===== src/hdl/xcom_config.svh =====
// xcom register map, receive memory depth
// and receive synchronizer depth
`ifndef XCOM_CONFIG_SVH
`define XCOM_CONFIG_SVH

// host register addresses
`define XCOM_REG_CFG    3'd0
`define XCOM_REG_ID     3'd1
`define XCOM_REG_CMD    3'd2
`define XCOM_REG_DATA   3'd3
`define XCOM_REG_RXCNT  3'd4
`define XCOM_REG_MEMIDX 3'd5
`define XCOM_REG_MEM    3'd6

// receive memory words, index 15 is broadcast
`define XCOM_MEM_DEPTH 15

// flops on the incoming serial pair
`define XCOM_SYNC_STAGES 2

`endif


===== src/hdl/xcom_pkg.sv =====
// xcom field types, state enums
// and the length code decode shared by tx and rx
package xcom_pkg;

  // header layout {sync, len[1:0], flag, idx[3:0]}
  typedef logic [7:0]  xcom_hdr_t;
  typedef logic [31:0] xcom_word_t;
  // bit period is 2*(tick+1) clocks
  typedef logic [2:0]  xcom_tick_t;
  typedef logic [2:0]  xcom_reg_addr_t;
  typedef logic [15:0] xcom_cnt_t;

  typedef enum logic [1:0] {
    tx_idle,
    tx_header,
    tx_payload,
    tx_done
  } xcom_tx_state_t;

  typedef enum logic [1:0] {
    rx_idle,
    rx_header,
    rx_payload,
    rx_store
  } xcom_rx_state_t;

  typedef enum logic [1:0] {
    host_idle,
    host_act,
    host_release
  } xcom_host_state_t;

  // payload bits for a length code
  function automatic logic [5:0] xcom_len_bits(input logic [1:0] code);
    case (code)
      2'd0:    xcom_len_bits = 6'd0;
      2'd1:    xcom_len_bits = 6'd8;
      2'd2:    xcom_len_bits = 6'd16;
      default: xcom_len_bits = 6'd32;
    endcase
  endfunction

endpackage


===== src/hdl/xcom.sv =====
// xcom link top
// host regs, command stage, serial tx and rx
`timescale 1ns/100ps

module xcom (
  input  logic                     i_ps_clk,
  input  logic                     i_ps_rstn,
  input  logic                     i_host_req,
  input  logic                     i_host_we,
  input  xcom_pkg::xcom_reg_addr_t i_host_addr,
  input  xcom_pkg::xcom_word_t     i_host_wdata,
  output logic                     o_host_ack,
  output xcom_pkg::xcom_word_t     o_host_rdata,
  input  logic                     i_core_en,
  input  xcom_pkg::xcom_hdr_t      i_core_hdr,
  input  xcom_pkg::xcom_word_t     i_core_data,
  output logic                     o_core_ready,
  output logic                     o_core_valid,
  output logic                     o_core_flag,
  output xcom_pkg::xcom_hdr_t      o_core_hdr,
  output xcom_pkg::xcom_word_t     o_core_data,
  input  logic                     i_xcom_clk,
  input  logic                     i_xcom_data,
  output logic                     o_xcom_clk,
  output logic                     o_xcom_data
);
  import xcom_pkg::*;

  // regs to command stage and rx
  xcom_tick_t tick;
  logic       host_cmd_req;
  xcom_hdr_t  host_cmd_hdr;
  xcom_word_t host_cmd_data;
  logic       host_cmd_ack;
  logic [3:0] mem_idx;
  xcom_word_t mem_word;
  xcom_cnt_t  rx_count;
  // command stage to tx
  logic       tx_req;
  xcom_hdr_t  tx_hdr;
  xcom_word_t tx_data;
  logic       tx_ack;

  //////////////////////////////
  // host side
  //////////////////////////////
  xcom_regs u_regs (
    .i_ps_clk        (i_ps_clk),
    .i_ps_rstn       (i_ps_rstn),
    .i_host_req      (i_host_req),
    .i_host_we       (i_host_we),
    .i_host_addr     (i_host_addr),
    .i_host_wdata    (i_host_wdata),
    .o_host_ack      (o_host_ack),
    .o_host_rdata    (o_host_rdata),
    .o_tick          (tick),
    // id is only read back over the host port
    .o_board_id      (),
    .o_host_cmd_req  (host_cmd_req),
    .o_host_cmd_hdr  (host_cmd_hdr),
    .o_host_cmd_data (host_cmd_data),
    .i_host_cmd_ack  (host_cmd_ack),
    .o_mem_idx       (mem_idx),
    .i_mem_word      (mem_word),
    .i_rx_count      (rx_count)
  );

  xcom_cmd u_cmd (
    .i_ps_clk        (i_ps_clk),
    .i_ps_rstn       (i_ps_rstn),
    .i_core_en       (i_core_en),
    .i_core_hdr      (i_core_hdr),
    .i_core_data     (i_core_data),
    .o_core_ready    (o_core_ready),
    .i_host_cmd_req  (host_cmd_req),
    .i_host_cmd_hdr  (host_cmd_hdr),
    .i_host_cmd_data (host_cmd_data),
    .o_host_cmd_ack  (host_cmd_ack),
    .o_tx_req        (tx_req),
    .o_tx_hdr        (tx_hdr),
    .o_tx_data       (tx_data),
    .i_tx_ack        (tx_ack)
  );

  //////////////////////////////
  // serial side
  //////////////////////////////
  xcom_tx u_tx (
    .i_ps_clk    (i_ps_clk),
    .i_ps_rstn   (i_ps_rstn),
    .i_tick      (tick),
    .i_tx_req    (tx_req),
    .i_tx_hdr    (tx_hdr),
    .i_tx_data   (tx_data),
    .o_tx_ack    (tx_ack),
    .o_xcom_clk  (o_xcom_clk),
    .o_xcom_data (o_xcom_data)
  );

  xcom_rx u_rx (
    .i_ps_clk     (i_ps_clk),
    .i_ps_rstn    (i_ps_rstn),
    .i_xcom_clk   (i_xcom_clk),
    .i_xcom_data  (i_xcom_data),
    .i_mem_idx    (mem_idx),
    .o_mem_word   (mem_word),
    .o_rx_count   (rx_count),
    .o_core_valid (o_core_valid),
    .o_core_flag  (o_core_flag),
    .o_core_hdr   (o_core_hdr),
    .o_core_data  (o_core_data)
  );

endmodule


===== src/hdl/xcom_cmd.sv =====
// command stage with one held command
// core has priority over host, four-phase request to tx
`timescale 1ns/100ps

module xcom_cmd (
  input  logic                 i_ps_clk,
  input  logic                 i_ps_rstn,
  input  logic                 i_core_en,
  input  xcom_pkg::xcom_hdr_t  i_core_hdr,
  input  xcom_pkg::xcom_word_t i_core_data,
  output logic                 o_core_ready,
  input  logic                 i_host_cmd_req,
  input  xcom_pkg::xcom_hdr_t  i_host_cmd_hdr,
  input  xcom_pkg::xcom_word_t i_host_cmd_data,
  output logic                 o_host_cmd_ack,
  output logic                 o_tx_req,
  output xcom_pkg::xcom_hdr_t  o_tx_hdr,
  output xcom_pkg::xcom_word_t o_tx_data,
  input  logic                 i_tx_ack
);
  import xcom_pkg::*;

  logic full;
  logic core_take;
  logic host_take;

  // slot free means ready, pulses while full are dropped
  assign o_core_ready = !full;
  assign core_take    = i_core_en && !full;
  // host only gets the slot when the core does not want it
  assign host_take    = i_host_cmd_req && !o_host_cmd_ack && !full && !core_take;

  //////////////////////////////
  // slot and handshakes
  //////////////////////////////
  always_ff @(posedge i_ps_clk) begin
    if (!i_ps_rstn) begin
      full           <= 1'b0;
      o_tx_req       <= 1'b0;
      o_host_cmd_ack <= 1'b0;
    end else begin
      // host side release
      if (o_host_cmd_ack && !i_host_cmd_req)
        o_host_cmd_ack <= 1'b0;
      if (o_tx_req) begin
        // tx has latched it, slot is free again
        if (i_tx_ack) begin
          o_tx_req <= 1'b0;
          full     <= 1'b0;
        end
      end else if (full) begin
        // wait for the previous ack to clear
        if (!i_tx_ack)
          o_tx_req <= 1'b1;
      end else if (core_take) begin
        full <= 1'b1;
      end else if (host_take) begin
        full           <= 1'b1;
        o_host_cmd_ack <= 1'b1;
      end
    end
  end

  // held command, stable while o_tx_req is high
  always_ff @(posedge i_ps_clk) begin
    if (core_take) begin
      o_tx_hdr  <= i_core_hdr;
      o_tx_data <= i_core_data;
    end else if (host_take) begin
      o_tx_hdr  <= i_host_cmd_hdr;
      o_tx_data <= i_host_cmd_data;
    end
  end

endmodule


===== src/hdl/xcom_regs.sv =====
// host register file behind a four-phase req/ack port
// holds cfg, id, data and memidx, issues host commands
`timescale 1ns/100ps
`include "xcom_config.svh"

module xcom_regs (
  input  logic                     i_ps_clk,
  input  logic                     i_ps_rstn,
  input  logic                     i_host_req,
  input  logic                     i_host_we,
  input  xcom_pkg::xcom_reg_addr_t i_host_addr,
  input  xcom_pkg::xcom_word_t     i_host_wdata,
  output logic                     o_host_ack,
  output xcom_pkg::xcom_word_t     o_host_rdata,
  output xcom_pkg::xcom_tick_t     o_tick,
  output logic [3:0]               o_board_id,
  output logic                     o_host_cmd_req,
  output xcom_pkg::xcom_hdr_t      o_host_cmd_hdr,
  output xcom_pkg::xcom_word_t     o_host_cmd_data,
  input  logic                     i_host_cmd_ack,
  output logic [3:0]               o_mem_idx,
  input  xcom_pkg::xcom_word_t     i_mem_word,
  input  xcom_pkg::xcom_cnt_t      i_rx_count
);
  import xcom_pkg::*;

  xcom_host_state_t state;
  xcom_word_t       rd_mux;
  logic             cmd_wr;

  // a cmd write goes through the command stage
  assign cmd_wr = i_host_we && (i_host_addr == `XCOM_REG_CMD);

  //////////////////////////////
  // read mux
  //////////////////////////////
  always_comb begin
    case (i_host_addr)
      `XCOM_REG_CFG:    rd_mux = {29'd0, o_tick};
      `XCOM_REG_ID:     rd_mux = {28'd0, o_board_id};
      `XCOM_REG_CMD:    rd_mux = {24'd0, o_host_cmd_hdr};
      `XCOM_REG_DATA:   rd_mux = o_host_cmd_data;
      `XCOM_REG_RXCNT:  rd_mux = {16'd0, i_rx_count};
      `XCOM_REG_MEMIDX: rd_mux = {28'd0, o_mem_idx};
      `XCOM_REG_MEM:    rd_mux = i_mem_word;
      default:          rd_mux = '0;
    endcase
  end

  //////////////////////////////
  // host handshake fsm
  //////////////////////////////
  always_ff @(posedge i_ps_clk) begin
    if (!i_ps_rstn) begin
      state           <= host_idle;
      o_host_ack      <= 1'b0;
      o_host_rdata    <= '0;
      o_host_cmd_req  <= 1'b0;
      o_host_cmd_hdr  <= '0;
      o_host_cmd_data <= '0;
      o_tick          <= '0;
      o_board_id      <= '0;
      o_mem_idx       <= '0;
    end else begin
      case (state)
        host_idle: begin
          // hold off a new command until the old ack is gone
          if (i_host_req && !(cmd_wr && i_host_cmd_ack)) begin
            if (cmd_wr) begin
              o_host_cmd_req <= 1'b1;
              o_host_cmd_hdr <= i_host_wdata[7:0];
              state          <= host_act;
            end else begin
              if (i_host_we) begin
                case (i_host_addr)
                  `XCOM_REG_CFG:    o_tick          <= i_host_wdata[2:0];
                  `XCOM_REG_ID:     o_board_id      <= i_host_wdata[3:0];
                  `XCOM_REG_DATA:   o_host_cmd_data <= i_host_wdata;
                  `XCOM_REG_MEMIDX: o_mem_idx       <= i_host_wdata[3:0];
                  // rxcnt and mem are read only
                  default: ;
                endcase
              end
              o_host_rdata <= rd_mux;
              o_host_ack   <= 1'b1;
              state        <= host_release;
            end
          end
        end
        // back-pressure, host waits for the command stage
        host_act: begin
          if (i_host_cmd_ack) begin
            o_host_cmd_req <= 1'b0;
            o_host_rdata   <= {24'd0, o_host_cmd_hdr};
            o_host_ack     <= 1'b1;
            state          <= host_release;
          end
        end
        host_release: begin
          if (!i_host_req) begin
            o_host_ack <= 1'b0;
            state      <= host_idle;
          end
        end
        default: state <= host_idle;
      endcase
    end
  end

endmodule


===== src/hdl/xcom_rx.sv =====
// serial frame receiver with input synchronizer
// receive memory, frame counter and core report
`timescale 1ns/100ps
`include "xcom_config.svh"

module xcom_rx (
  input  logic                 i_ps_clk,
  input  logic                 i_ps_rstn,
  input  logic                 i_xcom_clk,
  input  logic                 i_xcom_data,
  input  logic [3:0]           i_mem_idx,
  output xcom_pkg::xcom_word_t o_mem_word,
  output xcom_pkg::xcom_cnt_t  o_rx_count,
  output logic                 o_core_valid,
  output logic                 o_core_flag,
  output xcom_pkg::xcom_hdr_t  o_core_hdr,
  output xcom_pkg::xcom_word_t o_core_data
);
  import xcom_pkg::*;

  logic [`XCOM_SYNC_STAGES-1:0] clk_sync;
  logic [`XCOM_SYNC_STAGES-1:0] dat_sync;
  logic                         clk_prev;
  logic                         tgl;
  logic                         din;
  xcom_rx_state_t               state;
  logic [5:0]                   bit_cnt;
  logic [5:0]                   nbits;
  logic [5:0]                   hdr_len;
  xcom_hdr_t                    hdr_sr;
  xcom_word_t                   dat_sr;
  logic                         store_ok;
  xcom_word_t                   mem [`XCOM_MEM_DEPTH];
  logic [`XCOM_MEM_DEPTH-1:0]   mem_vld;

  // both lines see the same delay
  assign din      = dat_sync[`XCOM_SYNC_STAGES-1];
  assign tgl      = clk_sync[`XCOM_SYNC_STAGES-1] ^ clk_prev;
  // 7 header bits are in when the 8th toggle arrives
  assign hdr_len  = xcom_len_bits(hdr_sr[5:4]);
  // broadcast index is not stored
  assign store_ok = hdr_sr[3:0] < 4'(`XCOM_MEM_DEPTH);
  // unwritten entries read as zero
  assign o_mem_word = ((i_mem_idx < 4'(`XCOM_MEM_DEPTH)) && mem_vld[i_mem_idx]) ?
                      mem[i_mem_idx] : '0;

  //////////////////////////////
  // sync and frame fsm
  //////////////////////////////
  always_ff @(posedge i_ps_clk) begin
    if (!i_ps_rstn) begin
      clk_sync     <= '0;
      dat_sync     <= '0;
      clk_prev     <= 1'b0;
      state        <= rx_idle;
      bit_cnt      <= '0;
      nbits        <= '0;
      mem_vld      <= '0;
      o_rx_count   <= '0;
      o_core_valid <= 1'b0;
      o_core_flag  <= 1'b0;
    end else begin
      clk_sync     <= {clk_sync[`XCOM_SYNC_STAGES-2:0], i_xcom_clk};
      dat_sync     <= {dat_sync[`XCOM_SYNC_STAGES-2:0], i_xcom_data};
      clk_prev     <= clk_sync[`XCOM_SYNC_STAGES-1];
      o_core_valid <= 1'b0;
      case (state)
        // first toggle carries header bit 7
        rx_idle: begin
          bit_cnt <= '0;
          if (tgl) begin
            bit_cnt <= 6'd1;
            state   <= rx_header;
          end
        end
        rx_header: begin
          if (tgl) begin
            bit_cnt <= bit_cnt + 6'd1;
            if (bit_cnt == 6'd7) begin
              bit_cnt <= '0;
              nbits   <= hdr_len;
              state   <= (hdr_len == 6'd0) ? rx_store : rx_payload;
            end
          end
        end
        rx_payload: begin
          if (tgl) begin
            bit_cnt <= bit_cnt + 6'd1;
            if (bit_cnt == nbits - 6'd1)
              state <= rx_store;
          end
        end
        // one cycle to report and count
        rx_store: begin
          if (store_ok)
            mem_vld[hdr_sr[3:0]] <= 1'b1;
          o_rx_count   <= o_rx_count + 16'd1;
          o_core_valid <= 1'b1;
          o_core_flag  <= hdr_sr[4];
          state        <= rx_idle;
        end
        default: state <= rx_idle;
      endcase
    end
  end

  //////////////////////////////
  // shift registers and memory
  //////////////////////////////
  always_ff @(posedge i_ps_clk) begin
    case (state)
      rx_idle: begin
        dat_sr <= '0;
        if (tgl)
          hdr_sr <= {hdr_sr[6:0], din};
      end
      rx_header: begin
        if (tgl)
          hdr_sr <= {hdr_sr[6:0], din};
      end
      // short payloads land in the low bits
      rx_payload: begin
        if (tgl)
          dat_sr <= {dat_sr[30:0], din};
      end
      default: begin
        o_core_hdr  <= hdr_sr;
        o_core_data <= dat_sr;
        if (store_ok)
          mem[hdr_sr[3:0]] <= dat_sr;
      end
    endcase
  end

endmodule


===== src/hdl/xcom_tx.sv =====
// serial frame transmitter
// header then payload msb first, clock toggles mid bit
`timescale 1ns/100ps

module xcom_tx (
  input  logic                 i_ps_clk,
  input  logic                 i_ps_rstn,
  input  xcom_pkg::xcom_tick_t i_tick,
  input  logic                 i_tx_req,
  input  xcom_pkg::xcom_hdr_t  i_tx_hdr,
  input  xcom_pkg::xcom_word_t i_tx_data,
  output logic                 o_tx_ack,
  output logic                 o_xcom_clk,
  output logic                 o_xcom_data
);
  import xcom_pkg::*;

  xcom_tx_state_t state;
  xcom_tick_t     tick_q;
  logic [3:0]     tick_cnt;
  logic [5:0]     bit_cnt;
  logic [5:0]     nbits;
  logic [39:0]    sr;
  logic           start;
  logic           mid;
  logic           bit_end;
  logic           shift;
  logic           last_bit;

  assign start    = (state == tx_idle) && i_tx_req && !o_tx_ack;
  // half period is tick+1 clocks, full period 2*(tick+1)
  assign mid      = (tick_cnt == {1'b0, tick_q});
  assign bit_end  = (tick_cnt == {tick_q, 1'b1});
  assign shift    = bit_end && ((state == tx_header) || (state == tx_payload));
  assign last_bit = (state == tx_header) ? (bit_cnt == 6'd7) : (bit_cnt == nbits - 6'd1);

  //////////////////////////////
  // frame load and shifter
  //////////////////////////////
  always_ff @(posedge i_ps_clk) begin
    if (start) begin
      tick_q <= i_tick;
      nbits  <= xcom_len_bits(i_tx_hdr[6:5]);
      // payload left aligned under the header
      case (i_tx_hdr[6:5])
        2'd0:    sr <= {i_tx_hdr, 32'd0};
        2'd1:    sr <= {i_tx_hdr, i_tx_data[7:0], 24'd0};
        2'd2:    sr <= {i_tx_hdr, i_tx_data[15:0], 16'd0};
        default: sr <= {i_tx_hdr, i_tx_data};
      endcase
    end else if (shift) begin
      sr <= {sr[38:0], 1'b0};
    end
  end

  //////////////////////////////
  // line fsm
  //////////////////////////////
  always_ff @(posedge i_ps_clk) begin
    if (!i_ps_rstn) begin
      state       <= tx_idle;
      o_tx_ack    <= 1'b0;
      o_xcom_clk  <= 1'b0;
      o_xcom_data <= 1'b0;
      tick_cnt    <= '0;
      bit_cnt     <= '0;
    end else begin
      // ack is dropped once the command stage lets go
      if (o_tx_ack && !i_tx_req)
        o_tx_ack <= 1'b0;
      tick_cnt <= bit_end ? 4'd0 : tick_cnt + 4'd1;
      case (state)
        tx_idle: begin
          tick_cnt <= '0;
          bit_cnt  <= '0;
          if (start) begin
            // ack at frame start, next command may queue
            o_tx_ack    <= 1'b1;
            o_xcom_data <= i_tx_hdr[7];
            state       <= tx_header;
          end
        end
        tx_header, tx_payload: begin
          if (mid)
            o_xcom_clk <= ~o_xcom_clk;
          if (bit_end) begin
            o_xcom_data <= sr[38];
            bit_cnt     <= bit_cnt + 6'd1;
            if (last_bit) begin
              bit_cnt <= '0;
              if ((state == tx_header) && (nbits != 6'd0)) begin
                state <= tx_payload;
              end else begin
                o_xcom_data <= 1'b0;
                state       <= tx_done;
              end
            end
          end
        end
        // two quiet bit periods between frames
        tx_done: begin
          if (bit_end) begin
            bit_cnt <= bit_cnt + 6'd1;
            if (bit_cnt == 6'd1) begin
              // extra toggle back to low on an odd count
              o_xcom_clk <= 1'b0;
              state      <= tx_idle;
            end
          end
        end
        default: state <= tx_idle;
      endcase
    end
  end

endmodule


===== config.mk =====
export PLATFORM = sky130hd
export DESIGN_NAME = xcom
export DESIGN_NICKNAME = d
export VERILOG_FILES = /design/src/hdl/xcom_pkg.sv /design/src/hdl/xcom.sv /design/src/hdl/xcom_cmd.sv /design/src/hdl/xcom_regs.sv /design/src/hdl/xcom_rx.sv /design/src/hdl/xcom_tx.sv
export VERILOG_INCLUDE_DIRS = /design/src /design/src/hdl
export SDC_FILE = /design/constraint.sdc
export NUM_CORES = 1
export LEC_CHECK = 0
export ABC_AREA = 1
export BUFFER_PORTS_ARGS = -buffer_cell sky130_fd_sc_hd__buf_2
export CAP_MARGIN = 20
export CORE_MARGIN = 1.5
export CORE_UTILIZATION = 45
export DETAILED_ROUTE_END_ITERATION = 8
export PLACE_DENSITY = 0.6
export SYNTH_ARGS = -nofsm -noshare
export SYNTH_HDL_FRONTEND = slang
export SYNTH_HIERARCHICAL = 1
export SYNTH_SLANG_ARGS = --single-unit

===== constraint.sdc =====
create_clock -name i_ps_clk -period 7.85 [get_ports i_ps_clk]
set_clock_uncertainty 0.05 [all_clocks]
set_input_delay 0.785 -clock i_ps_clk [delete_from_list [all_inputs] [get_ports i_ps_clk]]
set_output_delay 0.785 -clock i_ps_clk [all_outputs]
set_load 0.02 [all_outputs]

Word level (Yosys, flattened, before mapping)
Memories as Yosys holds them, arrays and structs flattened. A register that Yosys moved wholly into a read port is not among the register bits.
Index checks and enable logic that the tools add are counted.
Widths: inputs -> output; s select.
{"block": "word_totals", "reg_bits": 325, "mem_bits_rw": 480, "in_bits": 82, "output_inout_bits": 78, "wordCells": 248, "mem_count": 1}
{"memory": "u_rx.mem", "words": 15, "word_bits": 32, "read_ports": 1, "rd_ports_with_merged_regs": 1, "wr": 1, "line_no": "xcom_rx.sv:33", "rtl": "xcom_word_t mem [`XCOM_MEM_DEPTH];"}
{"block": "classes", "n_addsub": 6, "magnitude_cmp": 5, "eq_ne": 42, "muxes": 90, "bitwise": 5, "n_reduce_logical": 62}
{"operator": "$mux 32", "n": 7}
{"operator": "$pmux 32 s7", "n": 1}
{"operator": "$pmux 32 s2", "n": 2}
{"operator": "$pmux 32 s3", "n": 1}
{"operator": "$mux 39", "n": 2}
{"operator": "$pmux 6 s3", "n": 4}
{"operator": "$mux 1", "n": 40}
{"operator": "$mux 6", "n": 6}
{"operator": "$reduce_and 5->1", "n": 7}
{"operator": "$ne 2x1->1 const B", "n": 15}
{"operator": "$mux 2", "n": 14}
{"operator": "$add 16x1->16 const B", "n": 1}
{"operator": "$mux 8", "n": 2}
{"operator": "$logic_and 1x1->1", "n": 15}
{"operator": "$or 15x15->15", "n": 1}
{"operator": "$reduce_and 3->1", "n": 5}
{"operator": "$eq 2x2->1 const B", "n": 7}
{"operator": "$add 6x1->6 const B", "n": 2}
{"operator": "$eq 6x3->1 const B", "n": 2}
{"operator": "$eq 6x6->1", "n": 2}
{"operator": "$pmux 2 s3", "n": 2}
{"operator": "$reduce_and 4->1", "n": 3}
{"operator": "$reduce_bool 2->1", "n": 6}
{"operator": "$sub 6x1->6 const B", "n": 2}
{"operator": "30 further kinds", "n": 61}

Depth between registers and ports, before layout
Gate-level depths: netlist (run 1).
{"block": "depth", "ltp_word": 8, "mapped_depth": 19, "depth_no_buf": 16}

By module
The synthesis (run 1) kept the hierarchy.
{"mod": "xcom_rx", "instances": 1, "cells_per_inst": 2077, "area_each_um2": 24410.9, "seq_area_each_um2": 17797.1}
{"mod": "xcom_regs", "instances": 1, "cells_per_inst": 751, "area_each_um2": 4581.9, "seq_area_each_um2": 1741.7}
{"mod": "xcom_tx", "instances": 1, "cells_per_inst": 362, "area_each_um2": 3116.7, "seq_area_each_um2": 1651.6}
{"mod": "xcom_cmd", "instances": 1, "cells_per_inst": 195, "area_each_um2": 1921.8, "seq_area_each_um2": 1261.2}

Worst setup path before layout (run 1)
OpenSTA, ideal clock, no wires.
{"block": "synth_timing", "path_type": "register to register", "start": "reg u_rx.state[0]", "end": "mem u_rx/mem[0][0] (netlist name) (enable)", "setup_time_ps": 461, "t_arrival_ps": 4646, "required_time_ps": 7339, "path_slack_ps": 2693, "stages_incl_launch_ff": 6, "n_path_buf": 0, "synth_period_minus_slack_ps": 5157, "cell_sequence": "dfxtp_1 ha_1 clkinv_1 a21oi_1 inv_1 nor3_1"}
{"block": "synth_between", "elab_chain_cells": 4, "elab_cells_between_ends": 6, "cone_classes": "2 x eq/ne; 2 x mux; 2 x reduce/logical"}
{"element": "start: declaration", "line_no": "xcom_rx.sv:26", "rtl": "xcom_rx_state_t state;"}
{"element": "start signal: assignment", "line_no": "xcom_rx.sv:55", "rtl": "state <= rx_idle;"}
{"element": "start signal: assignment", "line_no": "xcom_rx.sv:73", "rtl": "state <= rx_header;"}
{"element": "start signal: assignment", "line_no": "xcom_rx.sv:82", "rtl": "state <= (hdr_len == 6'd0) ? rx_store : rx_payload;"}
{"element": "$eq 2x1->1, or another cell as far along", "line_no": "xcom_rx.sv:111", "rtl": "case (state)"}
{"element": "$reduce_or 3->1 (no line) *"}
{"element": "$mux 1 *", "line_no": "xcom_rx.sv:111"}
{"element": "$mux 1 (implied by the code) *", "line_no": "xcom_rx.sv:130", "rtl": "mem[hdr_sr[3:0]] <= dat_sr;"}
{"element": "end: declaration", "line_no": "xcom_rx.sv:33"}
Every way passes the cells marked *; elsewhere a longest branch is shown, timed or not.

Worst setup path in the final report (run 1)
{"block": "layout_timing", "start": "reg u_rx.state[0]", "end": "mem u_rx/mem[0][24] (netlist name) (enable)"}
Same word-level chain as after synthesis.

==> run summary, run 1 <==
Synth warn = 6
Syn avg cell area = 10.05 um^2
Die area = 77280 um^2
Worst Hold End = u_rx/clk_sync[0]$_SDFF_PN0_
Hold Crit Class = input port to flop
Worst hold margin = 0.2763 ns
Count of final setup violators = 0
Routability Congestion = 0.8534
Initial DRC count = 2362
Root buffer cell = clkbuf_16
Sequential area share after synthesis = 65.97%
Starting Density = 45.56%
Postcts setup bufs = 0
Routed Antenna Nets = 0
Residual DRC = 0
Worst r2r src = u_rx/state[0]$_SDFFE_PN0P_
RSZ-0062 raised after global routing = no
FP Rows = 100
Achievable Freq = 226.3 MHz
Final WS setup = 3.431 ns
Synthesis-to-finish area growth = 12.11%
Pre-CTS setup slack = 3.324 ns
Synth cell types = 46
Count leader, synth = nand2_1
Post-synth EDFFs = 645
R2R Setup Slk = 3.43 ns
Max_cap viols = 0
Via count = 23981
Pleak = 15.11 nW
Clock-pin slew on the worst setup and hold paths = 0.06 ns
Fillers = 6779
Die width = 278 um
Worst slew margin = 35.88%
Num CTS Buffers = 82
Placed cell count = 4377
Resized cells post-CTS = 0
Asr flop ratio synth = 0%
CP max FO = 41
Hpwl dp = 52.30 mm
WL final = 90.47 mm
Largest net degree at the start of global routing = 96
# IOs = 160
Worst Max-Slew Pin Slew = 0.9565 ns
Setup TNS = 0 ns
Area leader, netlist = edfxtp_1
Fin cells = 4533
Crit Path Class = flop to flop
Insertion delay to the later sink of the worst-skew pair = 0.65 ns
Top_reg_cell synth = edfxtp_1
Crit Reg-Reg Endpoint = u_rx/mem[0][24]$_DFFE_PP_
Net count of the mapped netlist = 3486
Period Utilization, post-route = 56.30%
# port buffers = 159
# H-tree levels = 3
Post-synth top cells = 1029 x nand2_1, 645 x edfxtp_1, 480 x nand3_1
CTS tree = yes
Cells after Synth = 3385
Clock buffer depth = 3
Power Density = 299.2 nW/um^2
Die Height = 278 um
Area share of the largest cell type after synthesis = 56.91%
Final Hold Vio Count = 0
DR pass1 iterations = 5
Layout cell share with drive strength beyond 1 = 10.95%
Design Power = 11.41 mW
Initial antenna violation count = 1
Critical Path End Type = flop
Worst VDD drop = 169.2 uV
Vias per inst = 5.290
Required time of the critical path = 8.08 ns
Final Critical Period = 4.419 ns
Routed WL per cell = 19.96 um
Hold bufs inserted after CTS = 0
Vias in the first global route = 22650
Slew Limit Fails = 0
Synth area leaders = edfxtp_1 57%, nand2_1 11%, dfxtp_1 9.1%
Syn Std Cell Area = 34030 um^2
Number of register bits inferred by synthesis = 799
First-pass GRT wire length = 138.2 mm
Num Clock Sinks = 799
CP Launch Type = flop
Nets = 3595
Hold depth = 3
Total track usage = 23.45%
GRT overflow = 0
Status = complete, no violations
Core ar. = 74700 um^2
Reg2reg path depth = 7
CP arrival = 4.65 ns
Min-delay src = i_xcom_clk
layer usage:
| metal | track usage (%) | part of all wire (%) | vias up |
|---|---|---|---|
| met1 | 33.47 | 46 | 11522 |
| met2 | 37.23 | 46 | 724 |
| met4 | 7.160 | 2.5 | 0 |
| met5 | 0 | 0 | - |
| met3 | 3.341 | 5.8 | 127 |
| li1 | - | - | 11608 |
sequential cells by signal (all words and copies together) (netlist names), 15 cells and up:
signal	flops
u_rx/mem	480
u_tx/sr	39
u_cmd/o_tx_data	32
u_regs/o_host_cmd_data	32
u_regs/o_host_rdata	32
u_rx/dat_sr	32
u_rx/o_core_data	32
u_rx/o_rx_count	16
u_rx/mem_vld	15
per-stage QoR:
step                utilization [%]  instance area (um^2)
finish                        51.08                 38150
global route                  51.08                 38150
CTS                           51.01                 38100
detailed placement            47.45                 35450
global placement              47.45                 35450
floorplan                         -                 34030
worst max-delay path by stage:
stage	startpoint	endpoint	cells past startpoint
2_1_floorplan	u_rx/state[0]$_SDFFE_PN0P_	u_rx/mem[0][0]$_DFFE_PP_	5
3_3_place_gp	u_rx/state[0]$_SDFFE_PN0P_	u_rx/mem[0][19]$_DFFE_PP_	7
3_5_place_dp	u_rx/state[0]$_SDFFE_PN0P_	u_rx/mem[0][19]$_DFFE_PP_	7
4_1_cts	u_rx/state[0]$_SDFFE_PN0P_	u_rx/mem[0][24]$_DFFE_PP_	7
5_1_grt	u_rx/state[0]$_SDFFE_PN0P_	u_rx/mem[0][20]$_DFFE_PP_	7
6_report	u_rx/state[0]$_SDFFE_PN0P_	u_rx/mem[0][24]$_DFFE_PP_	7
cell families after synthesis:
kind of cell,count (synthesis),share of synthesized area [%]
compound gates,224,3.713
xor+xnor,10,0.2574
fa+ha+maj,19,0.6986
buf+inv,413,5.588
flops,799,65.97
mux,1,0.02941
simple gates,1919,23.74
cells in the final DEF, fill, tap and decap left out, types with 3 or more instances in the layout:
| master | n |
|---|---|
| a21oi_1 | 62 |
| a221oi_1 | 8 |
| a31oi_1 | 5 |
| buf_2 | 158 |
| buf_4 | 36 |
| bufinv_16 | 7 |
| clkbuf_1 | 21 |
| clkbuf_16 | 82 |
| clkinv_1 | 14 |
| clkinv_2 | 18 |
| clkinv_8 | 3 |
| clkinvlp_4 | 3 |
| dfxtp_1 | 151 |
| edfxtp_1 | 645 |
| ha_1 | 18 |
| inv_1 | 222 |
| inv_16 | 3 |
| inv_2 | 14 |
| nand2_1 | 1028 |
| nand2_2 | 9 |
| nand2_4 | 5 |
| nand3_1 | 480 |
| nand4_1 | 25 |
| nor2_1 | 321 |
| nor2_2 | 4 |
| nor2_4 | 10 |
| nor3_1 | 10 |
| nor3_2 | 8 |
| o211ai_1 | 23 |
| o21ai_0 | 101 |
| o21ai_1 | 5 |
| o21ai_4 | 3 |
| o22ai_1 | 5 |
| o31ai_1 | 7 |
| or2_0 | 5 |
| or2_2 | 5 |
| xnor2_1 | 4 |
| xor2_1 | 6 |
power by group:
group | switching, mW | internal, mW | total [mW] | leakage [nW]
clock | 1.67 | 2.20 | 3.87 | 1.30
combinational | 1.20 | 0.459 | 1.66 | 6.59
sequential | 0.520 | 5.37 | 5.89 | 7.22
total | 3.39 | 8.03 | 11.4 | 15.1
area by class of cell:
class                           instances  area, um^2  area share (%)
Sequential cell                       799       22460           58.87
Multi-Input combinational cell       2173        9792           25.67
Clock buffer                          105        2158           5.657
Tap cell                              969        1212           3.178
Timing Repair Buffer                  196        1109           2.906
Inverter                              242       919.6           2.410
Clock inverter                         48       498.0           1.305
Antenna cell                            1       2.502        0.006559
critical path, stage by stage, from the launching register on:
cell	delay, ns
dfxtp_1	0.44
ha_2	0.20
buf_4	0.59
clkinv_1	0.69
a21oi_1	0.48
inv_1	0.23
nor3_2	0.76
buf_4	0.54
No activity file was read; power rests on OpenSTA's default activity.
==> run 2, diff against run 1 <==
- ABC_AREA: 1 -> 0
- PLACE_DENSITY: 0.6 -> 0.61
- clock period: 7.85 -> 4.16 ns (I/O delays scaled with it)
==> run summary, run 2 <==
First-pass GRT wire length = 124.6 mm
Layout cell share with drive strength beyond 1 = 22.74%
CP Launch Type = flop
DR pass1 iterations = 5
Clock buffer depth = 3
Total track usage = 22.56%
Mux contribution to synthesized area = 11.67%
Die width = 273.0 um
Max_cap viols = 0
Max FFs per register = 480
Synth cell types = 82
Final Hold Vio Count = 0
Insertion delay to the later sink of the worst-skew pair = 0.63 ns
Post-synthesis adder-cell area fraction = 0.7248%
Final WS setup = 0.8746 ns
RSZ-0062 raised after global routing = no
Routability Congestion = 0.9103
Top_reg_cell synth = edfxtp_1
Util after Layout = 52.51%
Area after DPL = 34700 um^2
Final instance area = 37730 um^2
Vias in the first global route = 19103
Status = complete, no violations
Period Utilization, post-route = 78.98%
N_diodes = 0
Synth Area in Compound Gates = 7.512%
Die area = 74510 um^2
Area leader, netlist = edfxtp_1
Clock-pin slew on the worst setup and hold paths = 0.06 ns
Count leader, synth = edfxtp_1
Required time of the critical path = 4.61 ns
CTS tree = yes
Area share of the largest cell type after synthesis = 59.05%
Crit Path Class = flop to flop
FP Rows = 98
Design Power = 18.92 mW
Commonest cells after routing, fill and taps aside = 645 x edfxtp_1, 185 x nand2_1, 159 x buf_2
Root buffer cell = clkbuf_16
Asr flop ratio synth = 0%
Syn Std Cell Area = 32800 um^2
Slew Limit Fails = 0
# H-tree levels = 3
Number of register bits inferred by synthesis = 799
Reg2reg path depth = 10
Vias per inst = 5.693
Met3 WL post-DR = 5.500 mm
Synth warn = 6
Synthesis-to-finish area growth = 15.04%
Most common cell after layout, fill and taps aside = edfxtp_1
Worst slew margin = 21.90%
# port buffers = 159
Worst setup path start = u_regs/o_mem_idx[1]$_SDFFE_PN0P_
Via count = 19150
Residual DRC = 0
Achievable Freq = 304.4 MHz
Resized cells post-CTS = 0
Synth area leaders = edfxtp_1 59%, dfxtp_1 9.4%, mux4_2 4.7%
Routed WL per cell = 25.14 um
Power Density = 501.6 nW/um^2
Pre-CTS setup slack = 0.8749 ns
Core ar. = 71850 um^2
Initial DRC count = 1793
Met2 Wirelength = 40.92 mm
Hold Crit Class = input port to flop
Worst hold margin = 0.03232 ns
Fin cells = 3364
Placed cell count = 3186
GRT overflow = 0
Starting Density = 45.64%
Count of final setup violators = 0
Highest metal used = met4
Die Height = 273.0 um
Worst Max-Slew Pin Slew = 1.169 ns
# IOs = 160
Hpwl dp = 53.97 mm
Sequential area share after synthesis = 68.45%
Nets = 2447
Num Clock Sinks = 799
Net count of the mapped netlist = 2255
Hold depth = 3
Largest net degree at the start of global routing = 89
Pleak = 12.66 nW
Setup TNS = 0 ns
Met1 WL = 36.79 mm
CP arrival = 3.74 ns
WL final = 84.57 mm
Worst VDD drop = 296.2 uV
Routed Antenna Nets = 0
Fillers = 5862
Worst r2r src = u_regs/o_mem_idx[1]$_SDFFE_PN0P_
Min-delay src = i_host_wdata[23]
Post-synth top cells = 645 x edfxtp_1, 185 x nand2_1, 154 x dfxtp_1
CP max FO = 30
Initial antenna violation count = 1
Main combinational cell family by area after synthesis = multiplexers
Cells after Synth = 2154
Num CTS Buffers = 84
Simple-Gate Fraction of Synth Area = 7.859%
Post-synthesis xor/xnor area fraction = 0.8545%
Syn avg cell area = 15.23 um^2
Post-synth EDFFs = 645
Final Critical Period = 3.285 ns
Critical Path End Type = flop
run 2: final cells by class:
class                   count  area (um^2)  area share, %
flip-flops and latches    799        22460          59.54
clock inverters            39        435.4          1.154
well taps                 950         1189          3.150
multi-input cells        1178         9553          25.32
clock buffers             115         2355          6.241
repair buffers            234         1551          4.112
inverters                  49        183.9         0.4875
run 2: cells by family after synthesis:
group	count (synthesis)
DFF	799
muxes	274
xor gates and xnor gates	32
and+or+nand+nor	537
adders and majority gates	19
buffers and inverters	177
AOI/OAI and AO/OA	316
run 2: timing repair:
action | CTS | global route
hold buffers | 24 | 0
hold endpoints to repair | 25 | 0
buffers inserted | 0 | 0
run 2: power breakdown:
group	switching [mW]	internal [mW]
Sequential	0.603	9.46
Combinational	0.837	0.452
Clock	3.09	4.47
run 2: worst paths after layout:
kind | to | slack, ns
setup reg to reg | u_regs/o_host_rdata[0]$_SDFFE_PN0P_ | 0.87
hold reg to reg | u_rx/hdr_sr[0]$_DFFE_PP_ | 0.36
hold / removal | u_regs/o_host_cmd_data[23]$_SDFFE_PN0P_ | 0.03
setup / recovery | u_regs/o_host_rdata[0]$_SDFFE_PN0P_ | 0.87
run 2: routing by layer:
layer	up-vias	track usage [%]
met5	-	0
met4	0	5.423
met3	100	3.260
met2	672	37.42
met1	9817	31.43
li1	8561	-
run 2: critical path, cell delays in order, from the launching register on:
cell      delay, ns
dfxtp_4        0.70
and3b_1        0.26
a22o_1         0.23
o21ai_4        0.40
and2_2         0.54
buf_4          0.32
a211oi_2       0.09
mux2i_1        0.15
o221ai_1       0.13
nand3_1        0.16
o211ai_1       0.10
==> run 3, diff against run 2 <==
- clock period: 4.16 -> 3.1 ns (I/O delays scaled with it)
==> run summary, run 3 (synthesis gave the netlist of run 2 again) <==
Status = complete, no violations
CP arrival = 3.21 ns
Die area = 74510 um^2
Pre-CTS setup slack = 0.4527 ns
Met2 Wirelength = 41.08 mm
CTS tree = yes
WL final = 83.99 mm
Root buffer cell = clkbuf_16
CP Launch Type = flop
Critical Path End Type = flop
First-pass GRT wire length = 124.3 mm
Largest net degree at the start of global routing = 63
Period Utilization, post-route = 86.50%
Achievable Freq = 372.9 MHz
Final Hold Vio Count = 0
Commonest cells after routing, fill and taps aside = 645 x edfxtp_1, 185 x nand2_1, 159 x buf_2
# port buffers = 159
Die width = 273.0 um
Max FFs per register = 480
Required time of the critical path = 3.63 ns
Starting Density = 45.64%
Num Clock Sinks = 799
Worst slew margin = 44.79%
Met3 WL post-DR = 4.870 mm
Core ar. = 71850 um^2
RSZ-0062 raised after global routing = no
Routed WL per cell = 24.42 um
Clock buffer depth = 3
Worst Max-Slew Pin Slew = 0.8282 ns
Vias in the first global route = 19536
Residual DRC = 0
Design Power = 25.02 mW
Die Height = 273.0 um
Synthesis-to-finish area growth = 16.84%
Total track usage = 22.41%
# IOs = 160
Max_cap viols = 0
Fillers = 5807
Nets = 2519
DR pass1 iterations = 5
Postcts setup bufs = 0
Via count = 19430
Highest metal used = met5
Setup TNS = 0 ns
Vias per inst = 5.650
GRT overflow = 0
Insertion delay to the later sink of the worst-skew pair = 0.63 ns
Routability Congestion = 0.9175
Final WS setup = 0.4187 ns
Num CTS Buffers = 84
Hpwl dp = 53.28 mm
Pleak = 12.96 nW
Crit Path Class = flop to flop
Met1 WL = 35.75 mm
Routed Antenna Nets = 0
Final Critical Period = 2.681 ns
Count of final setup violators = 0
Clock-pin slew on the worst setup and hold paths = 0.06 ns
Hold Crit Class = input port to flop
# H-tree levels = 3
Worst VDD drop = 407.0 uV
Power Density = 653.0 nW/um^2
Layout cell share with drive strength beyond 1 = 22.67%
Slew Limit Fails = 0
CP max FO = 43
FP Rows = 98
Most common cell after layout, fill and taps aside = edfxtp_1
Initial antenna violation count = 4
Initial DRC count = 1760
## run 3: changes by cell type in the layout (fill, tap and decap cells not counted), sizes merged
cell         delta
diode           +1
inv             -3
dlygate4sd3    +51
buf            +21
clkinv         +18
clkbuf          -8
clkinvlp        -2
bufinv          -3
## run 3: what timing repair did
| action | CTS | global route |
|---|---|---|
| hold buffers | 75 | 0 |
| hold endpoints to repair | 81 | 0 |
| gates resized for setup | 0 | 0 |
## run 3: worst max-delay path: stages, from the launching register on
cell and delay [ns]:
dfxtp_4 0.47, buf_12 0.34, nor2_2 0.07, buf_4 0.27
a22oi_1 0.22, o211ai_1 0.13, a311oi_2 0.48, mux2i_1 0.21
o21ai_0 0.19, a22o_1 0.15
## run 3: worst paths after layout
kind | startpoint | endpoint | slack (ns) | depth (start not counted)
max | u_regs/o_mem_idx[0]$_SDFFE_PN0P_ | u_regs/o_host_rdata[12]$_SDFFE_PN0P_ | 0.42 | 9
min | i_ps_rstn | u_regs/o_host_rdata[1]$_SDFFE_PN0P_ | 0.14 | 5
max reg2reg | u_regs/o_mem_idx[0]$_SDFFE_PN0P_ | u_regs/o_host_rdata[12]$_SDFFE_PN0P_ | 0.42 | 9
min reg2reg | u_rx/hdr_sr[7]$_DFFE_PP_ | u_rx/o_core_hdr[7]$_DFFE_PN_ | 0.37 | 0
## run 3: where the power goes
part | switching [mW] | leakage, nW | internal [mW]
Sequential | 0.788 | 7.26 | 12.7
Clock | 4.08 | 1.31 | 5.61
Combinational | 1.18 | 4.39 | 0.673
Total | 6.05 | 13.0 | 19.0
## run 3: layer usage
metal  GRT usage [%]  up-vias
li1                -     8707
met1           29.98     9864
met2           37.86      697
met3           3.128      160
met4           7.124        2
met5               0        -
## run 3: stage by stage
step	cell area, um^2	util (%)	std cells	hold slack (ns)
after detailed placement	34910	48.58	3207	0.3614
after global routing	38320	53.33	3438	0.1499
after floorplan	32850	-	2154	0.3503
final	38320	53.33	3439	0.1405
after CTS	38320	53.33	3438	0.1075
after global placement	34910	48.58	3207	0.3592
## run 3: final cells by class
type	instances	area, um^2	share of cell area (%)
Tap cell	950	1189	3.102
Sequential cell	799	22460	58.62
Clock inverter	49	386.6	1.009
Multi-Input combinational cell	1178	9548	24.92
Clock buffer	107	2272	5.930
Timing Repair Buffer	306	2275	5.936
Inverter	49	183.9	0.4800
Antenna cell	1	2.502	0.006530
